<file path="src/logic/axis_pkg.sv">
`default_nettype none

package axis_pkg;

	////////////////////////////////////////
	// Widths
	////////////////////////////////////////

	// Width of a packet byte count, also used for the stall counters
	localparam int LEN_W = 16;

	// Number of sticky flags in a monitor error vector
	localparam int ERR_COUNT = 4;

	////////////////////////////////////////
	// Monitor error bits
	////////////////////////////////////////

	// Each value is the bit position of its flag inside o_err
	typedef enum logic [1:0] {
		// Payload changed or TVALID fell while the beat was stalled
		ERR_UNSTABLE    = 2'd0,
		// A byte had TSTRB high with TKEEP low
		ERR_RESERVED    = 2'd1,
		// A stall lasted MAX_STALL cycles or more
		ERR_STALL       = 2'd2,
		// TVALID was high in the first cycle after reset
		ERR_RESET_VALID = 2'd3
	} mon_err_e;

	////////////////////////////////////////
	// Length stage FSM
	////////////////////////////////////////

	typedef enum logic {
		// Next accepted beat starts a new packet
		TAG_IDLE   = 1'b0,
		// At least one beat of the current packet has passed
		TAG_IN_PKT = 1'b1
	} tag_state_e;

endpackage

`default_nettype wire

</file>
<file path="src/logic/axis_ingress_slice.sv">
`timescale 1ns/1ns
`default_nettype none

module axis_ingress_slice #(
	parameter int DATA_BYTES = 4,
	parameter int ID_W       = 2,
	parameter int DEST_W     = 2,
	parameter int USER_W     = 1
) (
	input  wire                      i_aclk,
	input  wire                      i_aresetn,
	// Upstream side
	input  wire                      i_tvalid,
	output logic                     o_tready,
	input  wire  [8*DATA_BYTES-1:0]  i_tdata,
	input  wire  [DATA_BYTES-1:0]    i_tkeep,
	input  wire  [DATA_BYTES-1:0]    i_tstrb,
	input  wire                      i_tlast,
	input  wire  [ID_W-1:0]          i_tid,
	input  wire  [DEST_W-1:0]        i_tdest,
	input  wire  [USER_W-1:0]        i_tuser,
	// Downstream side
	output logic                     o_tvalid,
	input  wire                      i_ready,
	output logic [8*DATA_BYTES-1:0]  o_tdata,
	output logic [DATA_BYTES-1:0]    o_tkeep,
	output logic [DATA_BYTES-1:0]    o_tstrb,
	output logic                     o_tlast,
	output logic [ID_W-1:0]          o_tid,
	output logic [DEST_W-1:0]        o_tdest,
	output logic [USER_W-1:0]        o_tuser
);

	// One beat packed as data, keep, strobe, last and the sidebands
	localparam int BEAT_W = 8*DATA_BYTES + 2*DATA_BYTES + 1 + ID_W + DEST_W + USER_W;

	logic [BEAT_W-1:0] in_beat;
	logic [BEAT_W-1:0] main_q;
	logic [BEAT_W-1:0] skid_q;
	logic              main_valid_q;
	logic              skid_valid_q;
	logic              ready_q;
	logic              in_fire;
	logic              out_fire;
	logic              main_load;
	logic              skid_load;

	assign in_beat = {i_tdata, i_tkeep, i_tstrb, i_tlast, i_tid, i_tdest, i_tuser};

	////////////////////////////////////////
	// Handshake
	////////////////////////////////////////

	// The ready seen by the source comes straight from a flop
	assign o_tready = ready_q;
	assign in_fire  = i_tvalid && ready_q;
	assign out_fire = main_valid_q && i_ready;

	// The main register takes a beat when it is empty or draining this cycle
	assign main_load = !main_valid_q || out_fire;

	// A beat that arrives while the output is stuck goes to the skid entry
	assign skid_load = in_fire && !main_load;

	always_ff @(posedge i_aclk)
	begin
		if (!i_aresetn)
		begin
			main_valid_q <= 1'b0;
			skid_valid_q <= 1'b0;
			ready_q      <= 1'b0;
		end
		else
		begin
			// The skid entry has priority so that order is kept
			if (main_load)
				main_valid_q <= skid_valid_q || in_fire;
			if (main_load)
				skid_valid_q <= 1'b0;
			else if (skid_load)
				skid_valid_q <= 1'b1;
			// Ready is low exactly while the skid entry holds a beat
			ready_q <= !(skid_load || (skid_valid_q && !main_load));
		end
	end

	////////////////////////////////////////
	// Payload
	////////////////////////////////////////

	always_ff @(posedge i_aclk)
	begin
		if (main_load)
			main_q <= skid_valid_q ? skid_q : in_beat;
		if (skid_load)
			skid_q <= in_beat;
	end

	assign o_tvalid = main_valid_q;
	assign {o_tdata, o_tkeep, o_tstrb, o_tlast, o_tid, o_tdest, o_tuser} = main_q;

	// A stalled output beat must be held unchanged into the next cycle
	a_out_stable: assert property (@(posedge i_aclk) disable iff (!i_aresetn)
		main_valid_q && !i_ready |=> main_valid_q && $stable(main_q))
		else $error("slice output changed while stalled");

endmodule

`default_nettype wire

</file>
<file path="src/logic/axis_length_tagger.sv">
`timescale 1ns/1ns
`default_nettype none

module axis_length_tagger #(
	parameter int DATA_BYTES = 4,
	parameter int ID_W       = 2,
	parameter int DEST_W     = 2,
	parameter int USER_W     = 1,
	parameter int MIN_PKT    = 4,
	parameter int MAX_PKT    = 64
) (
	input  wire                             i_aclk,
	input  wire                             i_aresetn,
	// Stream from the ingress slice
	input  wire                             i_tvalid,
	output logic                            o_tready,
	input  wire  [8*DATA_BYTES-1:0]         i_tdata,
	input  wire  [DATA_BYTES-1:0]           i_tkeep,
	input  wire  [DATA_BYTES-1:0]           i_tstrb,
	input  wire                             i_tlast,
	input  wire  [ID_W-1:0]                 i_tid,
	input  wire  [DEST_W-1:0]               i_tdest,
	input  wire  [USER_W-1:0]               i_tuser,
	// Master stream
	output logic                            o_tvalid,
	input  wire                             i_m_tready,
	output logic [8*DATA_BYTES-1:0]         o_tdata,
	output logic [DATA_BYTES-1:0]           o_tkeep,
	output logic [DATA_BYTES-1:0]           o_tstrb,
	output logic                            o_tlast,
	output logic [ID_W-1:0]                 o_tid,
	output logic [DEST_W-1:0]               o_tdest,
	output logic [USER_W-1:0]               o_tuser,
	output logic [axis_pkg::LEN_W-1:0]      o_tlen,
	output logic                            o_tlen_err
);

	axis_pkg::tag_state_e state_q;

	logic [axis_pkg::LEN_W-1:0] run_len_q;
	logic [axis_pkg::LEN_W-1:0] beat_bytes;
	logic [axis_pkg::LEN_W-1:0] len_sum;
	logic                       take;
	logic                       len_bad;

	////////////////////////////////////////
	// Byte counting
	////////////////////////////////////////

	// Only bytes with both TKEEP and TSTRB high carry data
	always_comb
	begin
		beat_bytes = '0;
		for (int b = 0; b < DATA_BYTES; b++)
		begin
			if (i_tkeep[b] && i_tstrb[b])
				beat_bytes = beat_bytes + 1'b1;
		end
	end

	// The first beat of a packet ignores whatever the running sum holds
	assign len_sum = ((state_q == axis_pkg::TAG_IDLE) ? '0 : run_len_q) + beat_bytes;
	assign len_bad = (len_sum < MIN_PKT) || (len_sum > MAX_PKT);

	////////////////////////////////////////
	// Output register
	////////////////////////////////////////

	// Accept when the output register is empty or is being read this cycle
	assign o_tready = !o_tvalid || i_m_tready;
	assign take     = i_tvalid && o_tready;

	always_ff @(posedge i_aclk)
	begin
		if (!i_aresetn)
		begin
			o_tvalid   <= 1'b0;
			o_tlen_err <= 1'b0;
			run_len_q  <= '0;
			state_q    <= axis_pkg::TAG_IDLE;
		end
		else
		begin
			if (o_tready)
				o_tvalid <= i_tvalid;
			if (take)
			begin
				// The flag only ever rides on a last beat
				o_tlen_err <= i_tlast && len_bad;
				run_len_q  <= len_sum;
				state_q    <= i_tlast ? axis_pkg::TAG_IDLE : axis_pkg::TAG_IN_PKT;
			end
		end
	end

	always_ff @(posedge i_aclk)
	begin
		if (take)
		begin
			o_tdata <= i_tdata;
			o_tkeep <= i_tkeep;
			o_tstrb <= i_tstrb;
			o_tlast <= i_tlast;
			o_tid   <= i_tid;
			o_tdest <= i_tdest;
			o_tuser <= i_tuser;
			// Length is reported on the last beat and reads zero elsewhere
			o_tlen  <= i_tlast ? len_sum : '0;
		end
	end

	// A length error is always attached to the end of a packet
	a_err_on_last: assert property (@(posedge i_aclk) disable iff (!i_aresetn)
		o_tvalid && o_tlen_err |-> o_tlast)
		else $error("length error flagged on a beat without TLAST");

endmodule

`default_nettype wire

</file>
<file path="src/logic/axis_policer_top.sv">
`timescale 1ns/1ns
`default_nettype none

module axis_policer_top #(
	parameter int DATA_BYTES = 4,
	parameter int ID_W       = 2,
	parameter int DEST_W     = 2,
	parameter int USER_W     = 1,
	parameter int MIN_PKT    = 4,
	parameter int MAX_PKT    = 64,
	parameter int MAX_STALL  = 16
) (
	input  wire                              i_aclk,
	input  wire                              i_aresetn,
	// Slave port
	input  wire                              i_s_tvalid,
	output logic                             o_s_tready,
	input  wire  [8*DATA_BYTES-1:0]          i_s_tdata,
	input  wire  [DATA_BYTES-1:0]            i_s_tkeep,
	input  wire  [DATA_BYTES-1:0]            i_s_tstrb,
	input  wire                              i_s_tlast,
	input  wire  [ID_W-1:0]                  i_s_tid,
	input  wire  [DEST_W-1:0]                i_s_tdest,
	input  wire  [USER_W-1:0]                i_s_tuser,
	// Master port with length tag
	output logic                             o_m_tvalid,
	input  wire                              i_m_tready,
	output logic [8*DATA_BYTES-1:0]          o_m_tdata,
	output logic [DATA_BYTES-1:0]            o_m_tkeep,
	output logic [DATA_BYTES-1:0]            o_m_tstrb,
	output logic                             o_m_tlast,
	output logic [ID_W-1:0]                  o_m_tid,
	output logic [DEST_W-1:0]                o_m_tdest,
	output logic [USER_W-1:0]                o_m_tuser,
	output logic [axis_pkg::LEN_W-1:0]       o_m_tlen,
	output logic                             o_m_tlen_err,
	// Monitor results
	input  wire  [DEST_W+ID_W-1:0]           i_route_sel,
	output logic [axis_pkg::LEN_W-1:0]       o_in_bytecount,
	output logic [axis_pkg::ERR_COUNT-1:0]   o_in_err,
	output logic [axis_pkg::ERR_COUNT-1:0]   o_out_err
);

	// Stream A runs from the slice to the tagger
	logic                    a_tvalid;
	logic                    a_tready;
	logic [8*DATA_BYTES-1:0] a_tdata;
	logic [DATA_BYTES-1:0]   a_tkeep;
	logic [DATA_BYTES-1:0]   a_tstrb;
	logic                    a_tlast;
	logic [ID_W-1:0]         a_tid;
	logic [DEST_W-1:0]       a_tdest;
	logic [USER_W-1:0]       a_tuser;

	////////////////////////////////////////
	// Data path
	////////////////////////////////////////

	axis_ingress_slice #(
		.DATA_BYTES (DATA_BYTES),
		.ID_W       (ID_W),
		.DEST_W     (DEST_W),
		.USER_W     (USER_W)
	) u_slice (
		.i_aclk    (i_aclk),
		.i_aresetn (i_aresetn),
		.i_tvalid  (i_s_tvalid),
		.o_tready  (o_s_tready),
		.i_tdata   (i_s_tdata),
		.i_tkeep   (i_s_tkeep),
		.i_tstrb   (i_s_tstrb),
		.i_tlast   (i_s_tlast),
		.i_tid     (i_s_tid),
		.i_tdest   (i_s_tdest),
		.i_tuser   (i_s_tuser),
		.o_tvalid  (a_tvalid),
		.i_ready   (a_tready),
		.o_tdata   (a_tdata),
		.o_tkeep   (a_tkeep),
		.o_tstrb   (a_tstrb),
		.o_tlast   (a_tlast),
		.o_tid     (a_tid),
		.o_tdest   (a_tdest),
		.o_tuser   (a_tuser)
	);

	axis_length_tagger #(
		.DATA_BYTES (DATA_BYTES),
		.ID_W       (ID_W),
		.DEST_W     (DEST_W),
		.USER_W     (USER_W),
		.MIN_PKT    (MIN_PKT),
		.MAX_PKT    (MAX_PKT)
	) u_tagger (
		.i_aclk     (i_aclk),
		.i_aresetn  (i_aresetn),
		.i_tvalid   (a_tvalid),
		.o_tready   (a_tready),
		.i_tdata    (a_tdata),
		.i_tkeep    (a_tkeep),
		.i_tstrb    (a_tstrb),
		.i_tlast    (a_tlast),
		.i_tid      (a_tid),
		.i_tdest    (a_tdest),
		.i_tuser    (a_tuser),
		.o_tvalid   (o_m_tvalid),
		.i_m_tready (i_m_tready),
		.o_tdata    (o_m_tdata),
		.o_tkeep    (o_m_tkeep),
		.o_tstrb    (o_m_tstrb),
		.o_tlast    (o_m_tlast),
		.o_tid      (o_m_tid),
		.o_tdest    (o_m_tdest),
		.o_tuser    (o_m_tuser),
		.o_tlen     (o_m_tlen),
		.o_tlen_err (o_m_tlen_err)
	);

	////////////////////////////////////////
	// Monitors
	////////////////////////////////////////

	// Input side sees the ready that the slice hands to the source
	axis_stream_monitor #(
		.DATA_BYTES (DATA_BYTES),
		.ID_W       (ID_W),
		.DEST_W     (DEST_W),
		.USER_W     (USER_W),
		.MAX_STALL  (MAX_STALL)
	) u_mon_in (
		.i_aclk      (i_aclk),
		.i_aresetn   (i_aresetn),
		.i_tvalid    (i_s_tvalid),
		.i_tready    (o_s_tready),
		.i_tdata     (i_s_tdata),
		.i_tkeep     (i_s_tkeep),
		.i_tstrb     (i_s_tstrb),
		.i_tlast     (i_s_tlast),
		.i_tid       (i_s_tid),
		.i_tdest     (i_s_tdest),
		.i_tuser     (i_s_tuser),
		.i_route_sel (i_route_sel),
		.o_bytecount (o_in_bytecount),
		.o_err       (o_in_err)
	);

	// Output side only reports errors, its byte count is not brought out
	axis_stream_monitor #(
		.DATA_BYTES (DATA_BYTES),
		.ID_W       (ID_W),
		.DEST_W     (DEST_W),
		.USER_W     (USER_W),
		.MAX_STALL  (MAX_STALL)
	) u_mon_out (
		.i_aclk      (i_aclk),
		.i_aresetn   (i_aresetn),
		.i_tvalid    (o_m_tvalid),
		.i_tready    (i_m_tready),
		.i_tdata     (o_m_tdata),
		.i_tkeep     (o_m_tkeep),
		.i_tstrb     (o_m_tstrb),
		.i_tlast     (o_m_tlast),
		.i_tid       (o_m_tid),
		.i_tdest     (o_m_tdest),
		.i_tuser     (o_m_tuser),
		.i_route_sel (i_route_sel),
		.o_bytecount (),
		.o_err       (o_out_err)
	);

endmodule

`default_nettype wire

</file>
<file path="src/logic/axis_stream_monitor.sv">
`timescale 1ns/1ns
`default_nettype none

module axis_stream_monitor #(
	parameter int DATA_BYTES = 4,
	parameter int ID_W       = 2,
	parameter int DEST_W     = 2,
	parameter int USER_W     = 1,
	parameter int MAX_STALL  = 16
) (
	input  wire                              i_aclk,
	input  wire                              i_aresetn,
	// Tapped stream that is only observed
	input  wire                              i_tvalid,
	input  wire                              i_tready,
	input  wire  [8*DATA_BYTES-1:0]          i_tdata,
	input  wire  [DATA_BYTES-1:0]            i_tkeep,
	input  wire  [DATA_BYTES-1:0]            i_tstrb,
	input  wire                              i_tlast,
	input  wire  [ID_W-1:0]                  i_tid,
	input  wire  [DEST_W-1:0]                i_tdest,
	input  wire  [USER_W-1:0]                i_tuser,
	// Route whose packet bytes are counted, as {TDEST, TID}
	input  wire  [DEST_W+ID_W-1:0]           i_route_sel,
	output logic [axis_pkg::LEN_W-1:0]       o_bytecount,
	output logic [axis_pkg::ERR_COUNT-1:0]   o_err
);

	// Copy of the previous cycle's beat, compared against while stalled
	logic [8*DATA_BYTES-1:0]    prev_data;
	logic [DATA_BYTES-1:0]      prev_keep;
	logic [DATA_BYTES-1:0]      prev_strb;
	logic                       prev_last;
	logic [ID_W-1:0]            prev_id;
	logic [DEST_W-1:0]          prev_dest;
	logic [USER_W-1:0]          prev_user;
	logic                       prev_stall;
	logic                       after_rst;

	logic [axis_pkg::LEN_W-1:0] stall_cnt;
	logic [axis_pkg::LEN_W-1:0] beat_bytes;
	logic                       stalled;
	logic                       data_moved;
	logic                       unstable;
	logic                       reserved;
	logic                       route_hit;

	assign stalled   = i_tvalid && !i_tready;
	assign route_hit = ({i_tdest, i_tid} == i_route_sel);

	////////////////////////////////////////
	// Beat checks
	////////////////////////////////////////

	// Bytes dropped by TKEEP are null, so their data may change freely
	always_comb
	begin
		data_moved = 1'b0;
		for (int b = 0; b < DATA_BYTES; b++)
		begin
			if (prev_keep[b] && (i_tdata[8*b +: 8] != prev_data[8*b +: 8]))
				data_moved = 1'b1;
		end
	end

	// A stalled beat must stay valid and keep every field
	assign unstable = prev_stall && (!i_tvalid || data_moved
		|| (i_tkeep != prev_keep) || (i_tstrb != prev_strb)
		|| (i_tlast != prev_last) || (i_tid != prev_id)
		|| (i_tdest != prev_dest) || (i_tuser != prev_user));

	// TSTRB high with TKEEP low is a reserved byte type
	assign reserved = i_tvalid && ((i_tstrb & ~i_tkeep) != '0);

	// Valid bytes of this beat, for the route byte count
	always_comb
	begin
		beat_bytes = '0;
		for (int b = 0; b < DATA_BYTES; b++)
		begin
			if (i_tkeep[b] && i_tstrb[b])
				beat_bytes = beat_bytes + 1'b1;
		end
	end

	////////////////////////////////////////
	// State and sticky flags
	////////////////////////////////////////

	always_ff @(posedge i_aclk)
	begin
		if (!i_aresetn)
		begin
			o_err       <= '0;
			o_bytecount <= '0;
			stall_cnt   <= '0;
			prev_stall  <= 1'b0;
			after_rst   <= 1'b1;
		end
		else
		begin
			after_rst  <= 1'b0;
			prev_stall <= stalled;
			if (unstable)
				o_err[axis_pkg::ERR_UNSTABLE] <= 1'b1;
			if (reserved)
				o_err[axis_pkg::ERR_RESERVED] <= 1'b1;
			// The source should keep TVALID low right out of reset
			if (after_rst && i_tvalid)
				o_err[axis_pkg::ERR_RESET_VALID] <= 1'b1;
			// Stall length saturates at the limit
			if (!stalled)
				stall_cnt <= '0;
			else if (stall_cnt < MAX_STALL)
				stall_cnt <= stall_cnt + 1'b1;
			if (stalled && (stall_cnt >= MAX_STALL - 1))
				o_err[axis_pkg::ERR_STALL] <= 1'b1;
			if (i_tvalid && i_tready && route_hit)
			begin
				if (i_tlast)
					o_bytecount <= '0;
				else
					o_bytecount <= o_bytecount + beat_bytes;
			end
		end
	end

	// Every field is copied each cycle for the stability check
	always_ff @(posedge i_aclk)
	begin
		prev_data <= i_tdata;
		prev_keep <= i_tkeep;
		prev_strb <= i_tstrb;
		prev_last <= i_tlast;
		prev_id   <= i_tid;
		prev_dest <= i_tdest;
		prev_user <= i_tuser;
	end

	// The stall flag can only appear after MAX_STALL stalled edges in a row
	a_stall_flag: assert property (@(posedge i_aclk) disable iff (!i_aresetn)
		$rose(o_err[axis_pkg::ERR_STALL]) |-> $past(stalled, MAX_STALL))
		else $error("stall flag raised without a full stall");

endmodule

`default_nettype wire

</file>
<file path="config.mk">
export PLATFORM = sky130hd
export DESIGN_NAME = axis_policer_top
export DESIGN_NICKNAME = d
export VERILOG_FILES = /design/src/logic/axis_pkg.sv /design/src/logic/axis_ingress_slice.sv /design/src/logic/axis_length_tagger.sv /design/src/logic/axis_policer_top.sv /design/src/logic/axis_stream_monitor.sv
export SDC_FILE = /design/constraint.sdc
export NUM_CORES = 1
export LEC_CHECK = 0
export BUFFER_PORTS_ARGS = -buffer_cell sky130_fd_sc_hd__buf_2
export CAP_MARGIN = 40
export CORE_AREA = 2 2 177 179
export DETAILED_ROUTE_END_ITERATION = 8
export DIE_AREA = 0 0 179 181
export GPL_TIMING_DRIVEN = 0
export SYNTH_ARGS = -nofsm -noshare
export SYNTH_HDL_FRONTEND = slang
export SYNTH_HIERARCHICAL = 1
export SYNTH_SLANG_ARGS = --single-unit
</file>
<file path="constraint.sdc">
create_clock -name i_aclk -period 5.1 [get_ports i_aclk]
set_clock_uncertainty 0.1 [all_clocks]
set_input_delay 0.51 -clock i_aclk [delete_from_list [all_inputs] [get_ports i_aclk]]
set_output_delay 0.51 -clock i_aclk [all_outputs]
set_load 0.01 [all_outputs]
</file>
==> flow_summary.ini, run 1 <==
[clock_network]
htree_levels = 2
clk-insertion-delay-late_ps = 510
cts_resized = 0
cts_tree = done
cts-root-buf = clkbuf_16
clk_pin_slew_ps = 60
numCtsBuffers = 37
cts_buffer_depth = 3
cts_setup_buffers = 0
clock_sinks = 328
holdBufCountCts = 0

[yosys]
synthesis.nets = 1001
ys_warn_count = 6
syn_area_per_cell_um2 = 13.5
syn_inst = 929
netlist_area_mm2 = 0.0125

[timing]
fmax_mhz = 258
rsz0062_at_grt = false
tightest_slew_ps = 813
hold_violations = 0
tns_ps = 0
setup_viol = 0
max-slew-margin-rel_pct = 45.8
min_period_over_period_pct = 76.1
min_period_ps = 3880
drv_slew = 0

[global_routing]
grt_pass1_vias = 7290
grt_pass1_wl_mm = 38.9
grt_max_degree = 41
antenna_found_initial = 0
grt_usage_pct = 15.2
grt_overflow_total = 0

[place]
post-dp-hpwl_mm = 17.3
placed_cell_area_mm2 = 0.0138
io_buffers = 142
finalWeightedCongestion = 0.840

[detailed_routing]
drc = 0
wire_per_inst_um = 15.9
firstDrtPassIters = 7
ant_nets = 0
finalWirelength_mm = 24.5
via_count = 7389
via_per_inst = 4.80
drt_iter0_drc = 345

[worst_hold_path]
whs_path_depth = 1
hp-class = input pin to flop

[cells_and_area]
antenna_cells = 0
final_nets = 1186
num-fill-cells = 2636
area_growth_pct = 20.7
drive_above_1_share_pct = 25.6
final_area_mm2 = 0.0151

[floorplan]
core_mm2 = 0.0303
die_area_mm2 = 0.0324
start_util_pct = 41.2
pin_count = 143
die_width_um = 179
die_h_um = 181
fp-row-count = 64

[pwr]
p_leak_nw = 5.73
peakVddDrop_uv = 283
powerDensity_mw_per_mm2 = 388

[setup_path]
r2r_slack_ps = 1220
worst_ep_arrival_time_ps = 4140
reg2regPathDepth = 14
cp-startpoint = u_slice/main_q[10]$_DFFE_PP_
endpoint_kind = flop
cp_max_fo = 9
reg2reg_to = u_tagger/o_tlen_err$_SDFFE_PN0P_
cp-endpoint = u_tagger/o_tlen_err$_SDFFE_PN0P_
cp-start-kind = flop
crit_required_ps = 5360
critPathKind = flop to flop
crit-reg2reg-launch = u_slice/main_q[10]$_DFFE_PP_

[outcome]
status = completed

[job]
cap_violations = 0
power by group:
part / switching, W / internal [W]
sequential: 0.0000359 / 0.00283
combinational: 0.000139 / 0.000119
clock: 0.00103 / 0.00171
total: 0.00121 / 0.00466
critical path: stages, from the launching register on:
cell	delay, ps
edfxtp_1	370
and2_1	190
ha_1	330
xnor2_1	290
ha_1	210
nand3_1	90
xor2_1	180
ha_1	290
buf_6	140
nand4_1	120
o22ai_1	510
nand4_1	260
xnor2_1	200
o31ai_1	270
a41oi_1	160
state kept, by name, summed over array words and instances (netlist names), 16 cells and up:
name                  cells
u_slice/main_q           46
u_tagger/o_tdata         32
u_mon_out/prev_data      32
u_tagger/o_tlen          16
u_mon_in/prev_data       32
u_tagger/run_len_q       16
u_mon_in/stall_cnt       16
u_slice/skid_q           46
u_mon_in/o_bytecount     16
u_mon_out/stall_cnt      16
cell type report:
class                   count  area (um^2)  share of cell area, %
well taps                 396          495                   3.28
clock buffers              49         1040                   6.91
inverters                  26         97.6                  0.646
clock inverters            19          248                   1.64
flip-flops and latches    328         8110                   53.7
multi-input cells         547         4160                   27.5
plain buffers              28          161                   1.07
repair buffers            146          798                   5.28
layout by cell type (no fill, tap or decap), types with 15 or more instances in the layout:
| cell type | n |
|---|---|
| edfxtp_1 | 154 |
| a21oi_1 | 28 |
| o21ai_0 | 32 |
| ha_1 | 16 |
| and2_1 | 37 |
| dfxtp_1 | 174 |
| mux2_2 | 21 |
| clkbuf_1 | 18 |
| buf_2 | 148 |
| nor2_1 | 32 |
| inv_1 | 26 |
| nand4_1 | 31 |
| xor2_1 | 24 |
| mux2_4 | 30 |
| clkbuf_16 | 39 |
| xnor2_1 | 98 |
| nand2_1 | 46 |
| nor2b_1 | 15 |
| nand3_1 | 15 |
metrics by stage:
step                hold WS (ps)  setup slack [ps]  util (%)  instances  power (W)
finish                      51.3              1220      49.8       1539    0.00586
global route                31.2               888      49.8       1539    0.00609
CTS                         27.2              1210      49.8       1539    0.00595
detailed placement           297              1260      45.5       1471    0.00319
global placement             293             -1520      45.2       1467    0.00318
floorplan                    300               606         -        929    0.00307
layer usage:
metal | vias up | wire length, um | GRT usage [%]
li1 | 3693 | - | -
met1 | 3490 | 11700 | 21.2
met2 | 169 | 11100 | 24.1
met3 | 37 | 1200 | 3.24
met4 | 0 | 470 | 4.07
met5 | - | 0 | 0
worst min path at each step:
stage               slack, ps                           start                         endpoint
finish                     50                    i_s_tdata[0]    u_mon_in/prev_data[0]$_DFF_P_
global route               30                    i_s_tdata[6]    u_mon_in/prev_data[6]$_DFF_P_
CTS                        30                   i_s_tdata[27]   u_mon_in/prev_data[27]$_DFF_P_
detailed placement        300  u_tagger/o_tdata[29]$_DFFE_PP_  u_mon_out/prev_data[29]$_DFF_P_
global placement          290  u_tagger/o_tdata[29]$_DFFE_PP_  u_mon_out/prev_data[29]$_DFF_P_
floorplan                 300    u_slice/main_q[14]$_DFFE_PP_    u_tagger/o_tdata[0]$_DFFE_PP_
(Power assumes the default switching activity.)
==> inputs of run 2 (changes only) <==
--- a/config.mk
+++ b/config.mk
@@ -11,6 +11,7 @@
 export DETAILED_ROUTE_END_ITERATION = 8
 export DIE_AREA = 0 0 179 181
 export GPL_TIMING_DRIVEN = 0
+export PLACE_DENSITY = 0.66
 export SYNTH_ARGS = -nofsm -noshare
 export SYNTH_HDL_FRONTEND = slang
 export SYNTH_HIERARCHICAL = 1
==> constraint.sdc (replaced) <==
create_clock -name i_aclk -period 3.34 [get_ports i_aclk]
set_clock_uncertainty 0.1 [all_clocks]
set_input_delay 0.334 -clock i_aclk [delete_from_list [all_inputs] [get_ports i_aclk]]
set_output_delay 0.334 -clock i_aclk [all_outputs]
set_load 0.01 [all_outputs]
==> run 2 against run 1 <==
The flow now finishes with violations (negative setup slack); worst setup slack lost 1300 ps; non-clock buffer count grew 62; clock power increased by 36%; power increased by 46%; largest power group unchanged; highest routed layer unchanged.
==> flow_summary.ini, run 2 (synthesized netlist as in run 1, its figures left out) <==
[outcome]
status = finished with violations
violations = negative setup slack

[floorplan]
die_area_mm2 = 0.0324
start_util_pct = 41.2
die_width_um = 179
core_mm2 = 0.0303
fp-row-count = 64
pin_count = 143
die_h_um = 181

[detailed_routing]
wire_per_inst_um = 16.1
ant_nets = 0
via_count = 7782
via_per_inst = 4.87
finalWirelength_mm = 25.7
drt_iter0_drc = 436
drc = 0
firstDrtPassIters = 5

[timing]
hold_violations = 0
rsz0062_at_grt = true
tightest_slew_ps = 771
fmax_mhz = 295
fin_ws_ps = -44.9
setup_viol = 6
max-slew-margin-rel_pct = 48.6
tns_ps = -155
min_period_over_period_pct = 101
drv_slew = 0
min_period_ps = 3380

[place]
post-dp-hpwl_mm = 17.4
io_buffers = 142
dpl.cell_count = 1470
finalWeightedCongestion = 0.848
placed_cell_area_mm2 = 0.0138

[global_routing]
grt_pass1_vias = 7697
antenna_found_initial = 0
grt_pass1_wl_mm = 40.6
grt_max_degree = 43
grt_overflow_total = 0
grt_usage_pct = 15.9

[cells_and_area]
final_nets = 1247
final_area_mm2 = 0.0157
instances_no_fill = 1597
antenna_cells = 0
top_regs = u_slice/main_q x46, u_slice/skid_q x46
final_common_cell = dfxtp_1
mostFrequentLayoutCells = dfxtp_1 (174), edfxtp_1 (154), buf_2 (148)
num-fill-cells = 2558
area_growth_pct = 25.3
drive_above_1_share_pct = 27.0

[pwr]
p_leak_nw = 5.94
seqPwrFrac_pct = 51.1
intPower_w = 0.00679
p_comb_share_pct = 5.4
finalPower_w = 0.00857
peakVddDrop_uv = 377
p_sw_share_pct = 20.8
switchingPower_w = 0.00179
powerDensity_mw_per_mm2 = 547
pwr-share-clk_pct = 43.5

[clock_network]
clock_sinks = 328
cts-root-buf = clkbuf_16
cts_tree = done
cts_buffer_depth = 3
htree_levels = 2
numCtsBuffers = 36
clk-insertion-delay-late_ps = 500
clk_pin_slew_ps = 50

[setup_path]
critPathKind = flop to flop
cp-start-kind = flop
cp_max_fo = 7
crit_required_ps = 3630
worst_ep_arrival_time_ps = 3670
endpoint_kind = flop
reg2regPathDepth = 13

[worst_hold_path]
hp-class = input pin to flop
whs_path_depth = 1

[job]
cap_violations = 0
-- run 2: power by group through the flow --
stage          Clock, W  Combinational (W)  Sequential (W)
5_1_grt         0.00400           0.000513         0.00439
3_5_place_dp          0           0.000401         0.00446
2_1_floorplan         0           0.000227         0.00447
3_3_place_gp          0           0.000391         0.00446
6_report        0.00373           0.000466         0.00438
4_1_cts         0.00382           0.000463         0.00438
-- run 2: cell type report --
type / instances / area (um^2) / share of cell area [%]
clock inverter: 13 / 115 / 0.734
buffer: 28 / 163 / 1.04
timing repair buffer: 208 / 1370 / 8.71
multi-input combinational: 547 / 4340 / 27.7
sequential: 328 / 8110 / 51.7
clock buffer: 51 / 998 / 6.37
tap: 396 / 495 / 3.16
inverter: 26 / 97.6 / 0.622
-- run 2: worst max-delay path: stages (launching register included) --
cell and delay (ps):
edfxtp_1 390, and2_4 200, ha_4 260, xnor2_4 200, ha_4 220, mux2_4 290, fa_2 400, a211oi_4 370
buf_4 190, nor4_4 50, nand3_2 110, mux2_4 300, a22oi_2 120, nor2b_1 60
-- run 2: metal layers --
metal	GRT usage, %	wire (um)	vias to the layer above	share of wire, %
met5	0	0	-	0
met4	4.98	512	0	2.0
met3	3.47	1540	36	6.0
met2	25.7	11900	192	46
met1	21.4	11700	3729	46
li1	-	-	3825	-
-- run 2: timing repair --
item / in CTS / in global routing
setup endpoints to repair: 15 / 25
buffers inserted: 9 / 8
pin swaps: 10 / 13
endpoints found under the hold margin: 79 / 0
gates cloned: 0 / 0
gates resized for setup: 15 / 24
hold buffers: 46 / 0
-- run 2: path summary, 6_finish.rpt --
check	start	end	slack (ps)
min	i_s_tkeep[0]	u_slice/skid_q[10]$_DFFE_PP_	30
max reg2reg	u_slice/main_q[6]$_DFFE_PP_	u_tagger/run_len_q[12]$_SDFFE_PN0P_	-40
max	u_slice/main_q[6]$_DFFE_PP_	u_tagger/run_len_q[12]$_SDFFE_PN0P_	-40
min reg2reg	u_tagger/o_tdata[20]$_DFFE_PP_	u_mon_out/prev_data[20]$_DFF_P_	300
-- run 2: per-stage QoR --
stage | utilization, % | setup slack [ps] | hold slack [ps]
4_1_cts | 51.1 | -12.2 | 10.9
5_1_grt | 51.7 | -215 | 21.4
3_5_place_dp | 45.5 | -307 | 298
3_3_place_gp | 45.3 | -973 | 293
2_1_floorplan | - | 4.85 | 262
6_report | 51.7 | -44.9 | 29.1
==> inputs of run 3 (changes only) <==
--- a/config.mk
+++ b/config.mk
@@ -10,7 +10,7 @@
 export CORE_AREA = 2 2 177 179
 export DETAILED_ROUTE_END_ITERATION = 8
 export DIE_AREA = 0 0 179 181
-export GPL_TIMING_DRIVEN = 0
+export GPL_TIMING_DRIVEN = 1
 export PLACE_DENSITY = 0.66
 export SYNTH_ARGS = -nofsm -noshare
 export SYNTH_HDL_FRONTEND = slang
==> run 3 against run 2 <==
The run now ends clean; global-route usage fell by 0.67 points; final cell count decreased by 0.94%; fmax is 4.3% higher; critical path depth grew 1; register-to-register slack better by 140 ps; largest power group unchanged.
==> flow_summary.ini, run 3 (synthesized netlist as in run 1, its figures left out) <==
[detailed_routing]
drt_iter0_drc = 414
drc = 0
via_count = 7717
via_per_inst = 4.88
firstDrtPassIters = 5
finalWirelength_mm = 25.0
wire_per_inst_um = 15.8
ant_nets = 0

[floorplan]
die_width_um = 179
core_mm2 = 0.0303
pin_count = 143
start_util_pct = 41.2
die_h_um = 181
die_area_mm2 = 0.0324
fp-row-count = 64

[worst_hold_path]
whs_path_depth = 2
min_from = i_aresetn
min_to = u_slice/o_tready$_SDFF_PN0_
hp-class = input pin to flop

[place]
finalWeightedCongestion = 0.846
post-dp-hpwl_mm = 16.8
dpl_worst_slack_ps = -127
io_buffers = 142

[timing]
worst_hold_slack_ps = 73.5
drv_slew = 0
tns_ps = 0
max-slew-margin-rel_pct = 50.1
fin_ws_ps = 94.0
min_period_ps = 3250
hold_violations = 0
tightest_slew_ps = 748
rsz0062_at_grt = true
fmax_mhz = 308
min_period_over_period_pct = 97.2
setup_viol = 0

[clock_network]
cts_buffer_depth = 3
clk_pin_slew_ps = 60
cts-root-buf = clkbuf_16
numCtsBuffers = 35
clk-insertion-delay-late_ps = 510
htree_levels = 2
cts_tree = done
clock_sinks = 328

[setup_path]
endpoint_kind = flop
crit-reg2reg-launch = u_slice/main_q[6]$_DFFE_PP_
crit_required_ps = 3640
worst_ep_arrival_time_ps = 3540
cp-start-kind = flop
reg2reg_to = u_tagger/run_len_q[7]$_SDFFE_PN0P_
r2r_slack_ps = 90
cp_max_fo = 6
critPathKind = flop to flop
reg2regPathDepth = 14

[cells_and_area]
final_common_cell = dfxtp_1
mostFrequentLayoutCells = dfxtp_1 (173), edfxtp_1 (154), buf_2 (142)
final_util_pct = 51.6
area_growth_pct = 25.2
top_regs = u_slice/main_q x46, u_slice/skid_q x46
drive_above_1_share_pct = 27.3
antenna_cells = 0
num-fill-cells = 2587
final_nets = 1232

[job]
cap_violations = 0

[global_routing]
grt_max_degree = 50
grt_overflow_total = 0
grt_pass1_wl_mm = 39.3
grt_usage_pct = 15.3
antenna_found_initial = 0
grt_pass1_vias = 7705

[outcome]
status = completed

[pwr]
powerDensity_mw_per_mm2 = 559
peakVddDrop_uv = 333
finalPower_w = 0.00876
p_leak_nw = 5.90
[run 3: layout make-up]
type	instances	area (um^2)	share of cell area, %
flip-flops and latches	328	8110	51.7
clock buffers	56	1040	6.62
inverters	26	97.6	0.623
repair buffers	221	1440	9.16
clock inverters	7	136	0.870
well taps	396	495	3.16
multi-input cells	548	4360	27.8
[run 3: worst max path at each step]
stage,startpoint,endpoint,cells after the start
floorplan,u_slice/main_q[10]$_DFFE_PP_,u_tagger/run_len_q[8]$_SDFFE_PN0P_,12
global placement,u_slice/main_q[10]$_DFFE_PP_,u_tagger/o_tlen_err$_SDFFE_PN0P_,12
detailed placement,u_slice/main_q[11]$_DFFE_PP_,u_tagger/o_tlen_err$_SDFFE_PN0P_,15
CTS,u_slice/main_q[7]$_DFFE_PP_,u_tagger/run_len_q[8]$_SDFFE_PN0P_,14
global route,u_slice/main_q[6]$_DFFE_PP_,u_tagger/o_tlen_err$_SDFFE_PN0P_,14
finish,u_slice/main_q[6]$_DFFE_PP_,u_tagger/run_len_q[7]$_SDFFE_PN0P_,14
[run 3: report_power, final]
group | internal, W | total [W] | switching, W
Sequential | 0.00432 | 0.00438 | 0.0000586
Combinational | 0.000242 | 0.000476 | 0.000234
Clock | 0.00244 | 0.00391 | 0.00147
[run 3: worst max-delay path: stages (launching register included)]
cell and delay (ps):
edfxtp_1 390, and2_4 190, ha_4 260, xnor2_4 170
ha_4 150, nand3_2 70, xor2_1 150, ha_1 390
nand4_1 150, o22ai_1 200, buf_4 170, and3_2 220
mux2_2 330, a22oi_1 130, nor2b_1 60
[run 3: per-stage QoR]
step / cells / area, um^2
2_1_floorplan: 929 / 12500
3_3_place_gp: 1470 / 13800
3_5_place_dp: 1470 / 13800
4_1_cts: 1581 / 15500
5_1_grt: 1582 / 15700
6_report: 1582 / 15700
[run 3: layer usage]
metal	wire length, um	up-vias	share of wire [%]	track usage [%]
met4	604	0	2.4	4.98
met5	0	-	0	0
li1	-	3787	-	-
met2	11700	171	47	25.0
met1	11400	3719	45	20.1
met3	1370	40	5.5	3.20
[run 3: timing repair]
action	CTS	global route
hold endpoints to repair	79	0
pin swaps	6	23
gates cloned	0	1
hold buffers	46	0
buffers inserted	2	0
resized for setup	10	25
endpoints found under the setup margin	7	28
